--- config.mk ---
export PLATFORM = sky130hd
export DESIGN_NAME = csr_unit
export DESIGN_NICKNAME = d
export VERILOG_FILES = /design/src/source/csr_pkg.sv /design/src/source/csr_request_decode.sv /design/src/source/fcsr_file.sv /design/src/source/csr_read_mux.sv /design/src/source/csr_unit.sv
export SDC_FILE = /design/constraint.sdc
export NUM_CORES = 1
export LEC_CHECK = 0
export ABC_AREA = 1
export BUFFER_PORTS_ARGS = -buffer_cell sky130_fd_sc_hd__buf_4
export CAP_MARGIN = 5
export CORE_ASPECT_RATIO = 1.4
export CORE_MARGIN = 2
export CORE_UTILIZATION = 48
export DETAILED_ROUTE_END_ITERATION = 10
export PLACE_DENSITY = 0.91
export SYNTH_ARGS = -nofsm -noshare
export SYNTH_HDL_FRONTEND = slang
export SYNTH_HIERARCHICAL = 1
export SYNTH_SLANG_ARGS = --single-unit
--- constraint.sdc ---
create_clock -name clk -period 3.45 [get_ports clk]
set_input_delay 0.5175 -clock clk [delete_from_list [all_inputs] [get_ports clk]]
set_output_delay 0.5175 -clock clk [all_outputs]
set_load 0.1 [all_outputs]
--- src/source/csr_pkg.sv ---
// CSR unit widths, address codes and ID values
// Request, stage, FPU flag and response structs
package csr_pkg;

    parameter int DATA_BITS     = 32;
    parameter int CSR_ADDR_BITS = 12;
    parameter int NUM_WARPS     = 4;
    parameter int WID_BITS      = 2;
    parameter int NUM_THREADS   = 4;
    parameter int CTR_BITS      = 64;
    parameter int FFLAGS_BITS   = 5;
    parameter int FRM_BITS      = 3;

    // Floating point
    parameter logic [11:0] CSR_FFLAGS      = 12'h001;
    parameter logic [11:0] CSR_FRM         = 12'h002;
    parameter logic [11:0] CSR_FCSR        = 12'h003;
    // Machine mode
    parameter logic [11:0] CSR_SATP        = 12'h180;
    parameter logic [11:0] CSR_MSTATUS     = 12'h300;
    parameter logic [11:0] CSR_MISA        = 12'h301;
    parameter logic [11:0] CSR_MIE         = 12'h304;
    parameter logic [11:0] CSR_MTVEC       = 12'h305;
    parameter logic [11:0] CSR_MEPC        = 12'h341;
    // Counters
    parameter logic [11:0] CSR_MCYCLE      = 12'hB00;
    parameter logic [11:0] CSR_MINSTRET    = 12'hB02;
    parameter logic [11:0] CSR_MCYCLE_H    = 12'hB80;
    parameter logic [11:0] CSR_MINSTRET_H  = 12'hB82;
    // Identity and per-core info
    parameter logic [11:0] CSR_MVENDORID   = 12'hF11;
    parameter logic [11:0] CSR_MARCHID     = 12'hF12;
    parameter logic [11:0] CSR_MIMPID      = 12'hF13;
    parameter logic [11:0] CSR_WARP_ID     = 12'hCC0;
    parameter logic [11:0] CSR_CORE_ID     = 12'hCC1;
    parameter logic [11:0] CSR_THREAD_MASK = 12'hCC2;
    parameter logic [11:0] CSR_WARP_MASK   = 12'hCC3;
    parameter logic [11:0] CSR_NUM_THREADS = 12'hCC4;
    parameter logic [11:0] CSR_NUM_WARPS   = 12'hCC5;

    parameter logic [31:0] VENDOR_ID  = 32'h0000_0a5c;
    parameter logic [31:0] ARCH_ID    = 32'h0000_0002;
    parameter logic [31:0] IMPL_ID    = 32'h0000_0101;
    // MXL=1 (RV32), extensions I, M and F
    parameter logic [31:0] MISA_VALUE = 32'h4000_1120;

    typedef logic [DATA_BITS-1:0] data_t;

    typedef struct packed {
        logic                     write;
        logic [WID_BITS-1:0]      wid;
        logic [CSR_ADDR_BITS-1:0] addr;
        data_t                    data;
    } csr_req_t;

    typedef enum logic [1:0] {
        CLASS_FP, CLASS_INFO, CLASS_ZERO, CLASS_INVALID
    } csr_class_t;

    typedef enum logic [1:0] {
        FIELD_FLAGS, FIELD_FRM, FIELD_FULL
    } fp_field_t;

    typedef struct packed {
        csr_req_t   req;
        csr_class_t cls;
        fp_field_t  field;
    } csr_stage_t;

    typedef struct packed {
        logic                   valid;
        logic [WID_BITS-1:0]    wid;
        logic [FFLAGS_BITS-1:0] flags;
    } fpu_flags_t;

    typedef struct packed {
        data_t data;
        logic  error;
    } csr_rsp_t;

endpackage

--- src/source/csr_request_decode.sv ---
// Request input stage with address classification
`timescale 1ns/10ps

module csr_request_decode (
    input  logic                clk,
    input  logic                reset,
    input  logic                req_valid,
    input  csr_pkg::csr_req_t   req,
    output logic                req_ready,
    output logic                stage_valid,
    output csr_pkg::csr_stage_t stage,
    input  logic                stage_ready
);

    logic                full;
    csr_pkg::csr_stage_t stage_r;
    csr_pkg::csr_class_t cls;
    csr_pkg::fp_field_t  field;

    // Register takes a new request when empty or draining this cycle
    assign req_ready = ~full | stage_ready;

    always_comb begin
        cls   = csr_pkg::CLASS_INVALID;
        field = csr_pkg::FIELD_FULL;
        case (req.addr)
            csr_pkg::CSR_FFLAGS: begin
                cls   = csr_pkg::CLASS_FP;
                field = csr_pkg::FIELD_FLAGS;
            end
            csr_pkg::CSR_FRM: begin
                cls   = csr_pkg::CLASS_FP;
                field = csr_pkg::FIELD_FRM;
            end
            csr_pkg::CSR_FCSR: cls = csr_pkg::CLASS_FP;
            csr_pkg::CSR_MVENDORID, csr_pkg::CSR_MARCHID, csr_pkg::CSR_MIMPID,
            csr_pkg::CSR_MISA, csr_pkg::CSR_MCYCLE, csr_pkg::CSR_MCYCLE_H,
            csr_pkg::CSR_MINSTRET, csr_pkg::CSR_MINSTRET_H,
            csr_pkg::CSR_WARP_ID, csr_pkg::CSR_CORE_ID, csr_pkg::CSR_THREAD_MASK,
            csr_pkg::CSR_WARP_MASK, csr_pkg::CSR_NUM_THREADS,
            csr_pkg::CSR_NUM_WARPS: cls = csr_pkg::CLASS_INFO;
            csr_pkg::CSR_SATP, csr_pkg::CSR_MSTATUS, csr_pkg::CSR_MIE,
            csr_pkg::CSR_MTVEC, csr_pkg::CSR_MEPC: cls = csr_pkg::CLASS_ZERO;
            default: ;
        endcase
        // Info space is read-only
        if (req.write && cls == csr_pkg::CLASS_INFO) begin
            cls = csr_pkg::CLASS_INVALID;
        end
    end

    always_ff @(posedge clk) begin
        if (reset) begin
            full <= 1'b0;
        end else if (req_ready) begin
            full <= req_valid;
        end
    end

    always_ff @(posedge clk) begin
        if (req_valid && req_ready) begin
            stage_r.req   <= req;
            stage_r.cls   <= cls;
            stage_r.field <= field;
        end
    end

    assign stage_valid = full;
    assign stage       = stage_r;

endmodule

--- src/source/fcsr_file.sv ---
// Per-warp rounding mode and sticky FP exception flags
`timescale 1ns/10ps

module fcsr_file #(
    parameter int NUM_FPU_PORTS = 1
) (
    input  logic                                               clk,
    input  logic                                               reset,
    input  logic                                               stage_valid,
    input  logic                                               stage_ready,
    input  csr_pkg::csr_stage_t                                stage,
    input  csr_pkg::fpu_flags_t [NUM_FPU_PORTS-1:0]            fpu_flags,
    input  logic [NUM_FPU_PORTS-1:0][csr_pkg::WID_BITS-1:0]    frm_wid,
    output logic [NUM_FPU_PORTS-1:0][csr_pkg::FRM_BITS-1:0]    frm,
    output csr_pkg::data_t                                     fp_rdata
);

    logic [csr_pkg::NUM_WARPS-1:0][csr_pkg::FRM_BITS-1:0]    frm_r, frm_n;
    logic [csr_pkg::NUM_WARPS-1:0][csr_pkg::FFLAGS_BITS-1:0] flags_r, flags_n;
    logic                                                    csr_write;
    logic [csr_pkg::WID_BITS-1:0]                            wwid;

    assign csr_write = stage_valid && stage_ready && stage.req.write
                    && stage.cls == csr_pkg::CLASS_FP;
    assign wwid = stage.req.wid;

    always_comb begin
        frm_n   = frm_r;
        flags_n = flags_r;
        for (int i = 0; i < NUM_FPU_PORTS; i++) begin
            if (fpu_flags[i].valid) begin
                flags_n[fpu_flags[i].wid] = flags_n[fpu_flags[i].wid] | fpu_flags[i].flags;
            end
        end
        // CSR write overrides any FPU update to the same warp
        if (csr_write) begin
            case (stage.field)
                csr_pkg::FIELD_FLAGS: flags_n[wwid] = stage.req.data[csr_pkg::FFLAGS_BITS-1:0];
                csr_pkg::FIELD_FRM:   frm_n[wwid]   = stage.req.data[csr_pkg::FRM_BITS-1:0];
                csr_pkg::FIELD_FULL: begin
                    flags_n[wwid] = stage.req.data[csr_pkg::FFLAGS_BITS-1:0];
                    frm_n[wwid]   = stage.req.data[csr_pkg::FFLAGS_BITS +: csr_pkg::FRM_BITS];
                end
                default: ;
            endcase
        end
    end

    always_ff @(posedge clk) begin
        if (reset) begin
            frm_r   <= '0;
            flags_r <= '0;
        end else begin
            frm_r   <= frm_n;
            flags_r <= flags_n;
        end
    end

    always_comb begin
        for (int i = 0; i < NUM_FPU_PORTS; i++) begin
            frm[i] = frm_r[frm_wid[i]];
        end
    end

    // fcsr layout is {frm, fflags}
    always_comb begin
        case (stage.field)
            csr_pkg::FIELD_FLAGS: fp_rdata = csr_pkg::data_t'(flags_r[stage.req.wid]);
            csr_pkg::FIELD_FRM:   fp_rdata = csr_pkg::data_t'(frm_r[stage.req.wid]);
            csr_pkg::FIELD_FULL:
                fp_rdata = csr_pkg::data_t'({frm_r[stage.req.wid], flags_r[stage.req.wid]});
            default:              fp_rdata = '0;
        endcase
    end

endmodule

--- src/source/csr_read_mux.sv ---
// Read value select and response register
`timescale 1ns/10ps

module csr_read_mux #(
    parameter int CORE_ID = 0
) (
    input  logic                                                      clk,
    input  logic                                                      reset,
    input  logic                                                      stage_valid,
    input  csr_pkg::csr_stage_t                                       stage,
    output logic                                                      stage_ready,
    input  csr_pkg::data_t                                            fp_rdata,
    input  logic [csr_pkg::CTR_BITS-1:0]                              cycles,
    input  logic [csr_pkg::CTR_BITS-1:0]                              instret,
    input  logic [csr_pkg::NUM_WARPS-1:0]                             active_warps,
    input  logic [csr_pkg::NUM_WARPS-1:0][csr_pkg::NUM_THREADS-1:0]   thread_masks,
    output logic                                                      rsp_valid,
    output csr_pkg::csr_rsp_t                                         rsp,
    input  logic                                                      rsp_ready
);

    localparam int LO = csr_pkg::DATA_BITS;
    localparam int HI = csr_pkg::CTR_BITS;

    csr_pkg::data_t    info_data;
    csr_pkg::csr_rsp_t rsp_n;
    csr_pkg::csr_rsp_t rsp_r;
    logic              rsp_valid_r;

    // Stage moves on whenever the response slot is free or draining
    assign stage_ready = ~rsp_valid_r | rsp_ready;

    always_comb begin
        case (stage.req.addr)
            csr_pkg::CSR_MVENDORID:   info_data = csr_pkg::VENDOR_ID;
            csr_pkg::CSR_MARCHID:     info_data = csr_pkg::ARCH_ID;
            csr_pkg::CSR_MIMPID:      info_data = csr_pkg::IMPL_ID;
            csr_pkg::CSR_MISA:        info_data = csr_pkg::MISA_VALUE;
            csr_pkg::CSR_MCYCLE:      info_data = cycles[LO-1:0];
            csr_pkg::CSR_MCYCLE_H:    info_data = cycles[HI-1:LO];
            csr_pkg::CSR_MINSTRET:    info_data = instret[LO-1:0];
            csr_pkg::CSR_MINSTRET_H:  info_data = instret[HI-1:LO];
            csr_pkg::CSR_WARP_ID:     info_data = csr_pkg::data_t'(stage.req.wid);
            csr_pkg::CSR_CORE_ID:     info_data = csr_pkg::data_t'(CORE_ID);
            csr_pkg::CSR_THREAD_MASK:
                info_data = csr_pkg::data_t'(thread_masks[stage.req.wid]);
            csr_pkg::CSR_WARP_MASK:   info_data = csr_pkg::data_t'(active_warps);
            csr_pkg::CSR_NUM_THREADS: info_data = csr_pkg::data_t'(csr_pkg::NUM_THREADS);
            csr_pkg::CSR_NUM_WARPS:   info_data = csr_pkg::data_t'(csr_pkg::NUM_WARPS);
            default:                  info_data = '0;
        endcase
    end

    always_comb begin
        rsp_n.data  = '0;
        rsp_n.error = (stage.cls == csr_pkg::CLASS_INVALID);
        // Writes always answer with zero data
        if (!stage.req.write) begin
            case (stage.cls)
                csr_pkg::CLASS_FP:   rsp_n.data = fp_rdata;
                csr_pkg::CLASS_INFO: rsp_n.data = info_data;
                default:             rsp_n.data = '0;
            endcase
        end
    end

    always_ff @(posedge clk) begin
        if (reset) begin
            rsp_valid_r <= 1'b0;
        end else if (stage_ready) begin
            rsp_valid_r <= stage_valid;
        end
    end

    always_ff @(posedge clk) begin
        if (stage_valid && stage_ready) begin
            rsp_r <= rsp_n;
        end
    end

    assign rsp_valid = rsp_valid_r;
    assign rsp       = rsp_r;

endmodule

--- src/source/csr_unit.sv ---
// CSR unit top: decode, FP register file and read/response stage
`timescale 1ns/10ps

module csr_unit #(
    parameter int CORE_ID       = 0,
    parameter int NUM_FPU_PORTS = 1
) (
    input  logic                                                      clk,
    input  logic                                                      reset,
    input  logic                                                      req_valid,
    input  csr_pkg::csr_req_t                                         req,
    output logic                                                      req_ready,
    output logic                                                      rsp_valid,
    output csr_pkg::csr_rsp_t                                         rsp,
    input  logic                                                      rsp_ready,
    input  csr_pkg::fpu_flags_t [NUM_FPU_PORTS-1:0]                   fpu_flags,
    input  logic [NUM_FPU_PORTS-1:0][csr_pkg::WID_BITS-1:0]           frm_wid,
    output logic [NUM_FPU_PORTS-1:0][csr_pkg::FRM_BITS-1:0]           frm,
    input  logic [csr_pkg::CTR_BITS-1:0]                              cycles,
    input  logic [csr_pkg::CTR_BITS-1:0]                              instret,
    input  logic [csr_pkg::NUM_WARPS-1:0]                             active_warps,
    input  logic [csr_pkg::NUM_WARPS-1:0][csr_pkg::NUM_THREADS-1:0]   thread_masks
);

    logic                stage_valid;
    logic                stage_ready;
    csr_pkg::csr_stage_t stage;
    csr_pkg::data_t      fp_rdata;

    csr_request_decode decode_inst (
        .clk         (clk),
        .reset       (reset),
        .req_valid   (req_valid),
        .req         (req),
        .req_ready   (req_ready),
        .stage_valid (stage_valid),
        .stage       (stage),
        .stage_ready (stage_ready)
    );

    fcsr_file #(
        .NUM_FPU_PORTS (NUM_FPU_PORTS)
    ) fcsr_inst (
        .clk         (clk),
        .reset       (reset),
        .stage_valid (stage_valid),
        .stage_ready (stage_ready),
        .stage       (stage),
        .fpu_flags   (fpu_flags),
        .frm_wid     (frm_wid),
        .frm         (frm),
        .fp_rdata    (fp_rdata)
    );

    csr_read_mux #(
        .CORE_ID (CORE_ID)
    ) read_inst (
        .clk          (clk),
        .reset        (reset),
        .stage_valid  (stage_valid),
        .stage        (stage),
        .stage_ready  (stage_ready),
        .fp_rdata     (fp_rdata),
        .cycles       (cycles),
        .instret      (instret),
        .active_warps (active_warps),
        .thread_masks (thread_masks),
        .rsp_valid    (rsp_valid),
        .rsp          (rsp),
        .rsp_ready    (rsp_ready)
    );

endmodule

==> flow_summary.yaml <==
clock_network:
  cts_inserted_buffers: 9
  cts.clk_slew.worst_paths_ns: 0.07
  cts.htree.levels: 3
  clockBufferDepth: 2
  insertion_delay_ns: 0.34
  cts_hold_buf: 0
  clock_sinks: 94
  tritoncts: "done"
  post_cts_buffers: 0
  cts_repair_resize_count: 0
  cts_root_buf: "clkbuf_16"
grt:
  grt_pass1_wl_um: 35800
  grt-ovfl-total: 0
  grt_pass1_vias: 7388
  grt_max_degree: 45
  grt.total_usage: 0.287
  antenna_found_initial: 0
setup_path:
  r2r_slack_ns: 1.02
  endpoint_kind: "register"
  critical_path_arrival_ns: 2.62
  path_max_fanout: 28
  reg2reg_depth: 9
  start_kind: "register"
  r2r-start: "decode_inst/stage[36]"
  r2r-end: "read_inst/rsp[5]"
  criticalPathCategory: "reg -> reg"
  required_ns: 3.64
sta:
  final-setup-viol-count: 0
  finClkSkew_ns: 0.00714
  tns_ns: 0
  min_period_ns: 2.43
  rsz0062_at_grt: "no"
  slew_viol_final: 0
  timing.fmax_mhz: 412
  slew_headroom: 0.373
  worst_slew_pin_slew_ns: 0.939
  fin_crit_sh: 0.704
  final-hold-violation-count: 0
power:
  switching_share: 0.279
  p_int_mw: 2.05
  p_clk_frac: 0.371
  comb_power_share: 0.183
  power.leakage_nw: 4.43
  p_switching_mw: 0.792
  vdd_drop_max_v: 0.000230
  p_per_area_mw_per_mm2: 312
  p_seq_frac: 0.446
place:
  port_buffers: 222
  gp_congestion: 0.982
  dp_hpwl_um: 17700
synthesis:
  yosys_warnings: 6
  synth_area_per_cell_um2: 6.56
  netlist_instances: 1084
  syn_area_mm2: 0.00711
route:
  drt-initial-drc-count: 622
  detail_route.wl_per_cell_um: 15.4
  drcViolationCount: 0
  vias_per_cell: 5.23
  drtAntennaViolNets: 0
  wirelength_um: 22800
  num_vias: 7750
  dr.pass1.iters: 5
final_layout:
  drive_gt1_frac: 0.249
  final_cell_mix: "nand2_1, buf_4, inv_1"
  nNetsFinal: 1501
  n_antenna_cell: 0
  final_core_util: 0.631
  syn_to_final_growth_pct: 28.2
  final_common_cell: "nand2_1"
floorplan:
  io_pins: 247
  num_rows: 52
  start_util: 0.492
  dieHeight_um: 148
  dieArea_mm2: 0.0158
  die_w_um: 107
  core_area_mm2: 0.0144
worst_hold_path:
  min_path_type: "in -> reg"
  worstHoldEndpoint: "read_inst/rsp_valid"
  hp-start: "reset"
  worst_hold_path.num_cells: 2
flow_run:
  drv_cap: 0
run_status:
  status: "complete, no violations"
## layout make-up
class | count | area [µm²]
Fill cell | 1322 | 5330
Multi-Input combinational cell | 807 | 3800
Sequential cell | 94 | 2480
Timing Repair Buffer | 230 | 1730
Inverter | 146 | 548
Clock buffer | 11 | 254
Tap cell | 189 | 236
Clock inverter | 5 | 62.6
## power by group through the flow
stage	sequential, mW	combinational, mW	clock [mW]
floorplan	1.36	0.217	0
global placement	1.29	0.506	0
detailed placement	1.29	0.513	0
CTS	1.27	0.516	1.07
global route	1.27	0.559	1.11
finish	1.27	0.519	1.06
## worst max-delay path, stage by stage (launching register included)
cell      delay (ns)
edfxtp_1        0.44
inv_1           0.10
nand2_1         0.07
nor2_2          0.42
nand3_4         0.38
o21ai_0         0.43
nor2_1          0.14
nand2_1         0.09
nand2_1         0.06
a21oi_1         0.15
## per-layer routing
metal | vias up | GRT usage | share of wire
met1 | 3512 | 0.313 | 0.36
met4 | 0 | 0.138 | 0.045
li1 | 3834 | - | -
met2 | 333 | 0.528 | 0.52
met3 | 71 | 0.0516 | 0.072
met5 | - | 0 | 0
## sequential cells by signal, indices dropped and copies added (netlist names)
signal	count
read_inst/rsp	33
decode_inst/stage_valid	1
fcsr_inst/flags_r	20
read_inst/rsp_valid	1
decode_inst/stage	27
fcsr_inst/frm_r	12
## metrics by stage
step	std cells	area, µm²	setup WS, ns	hold WS, ns	power, mW
after floorplan	1107	7200	0.559	0.477	1.58
after global placement	1466	8800	1.10	0.496	1.80
after detailed placement	1466	8800	1.04	0.501	1.81
after CTS	1482	9110	1.03	0.332	2.85
after global routing	1482	9110	0.858	0.337	2.94
final	1482	9110	1.02	0.340	2.84
## how the worst max path moves through the flow
stage	start	end	depth (start not counted)
2_1_floorplan	read_inst/rsp_valid	read_inst/rsp[0]	1
3_3_place_gp	decode_inst/stage[38]	read_inst/rsp[5]	9
3_5_place_dp	decode_inst/stage[36]	read_inst/rsp[5]	9
4_1_cts	decode_inst/stage[36]	read_inst/rsp[5]	9
5_1_grt	decode_inst/stage[38]	read_inst/rsp[5]	9
6_report	decode_inst/stage[36]	read_inst/rsp[5]	9
No activity file was read; power rests on OpenSTA's default activity.
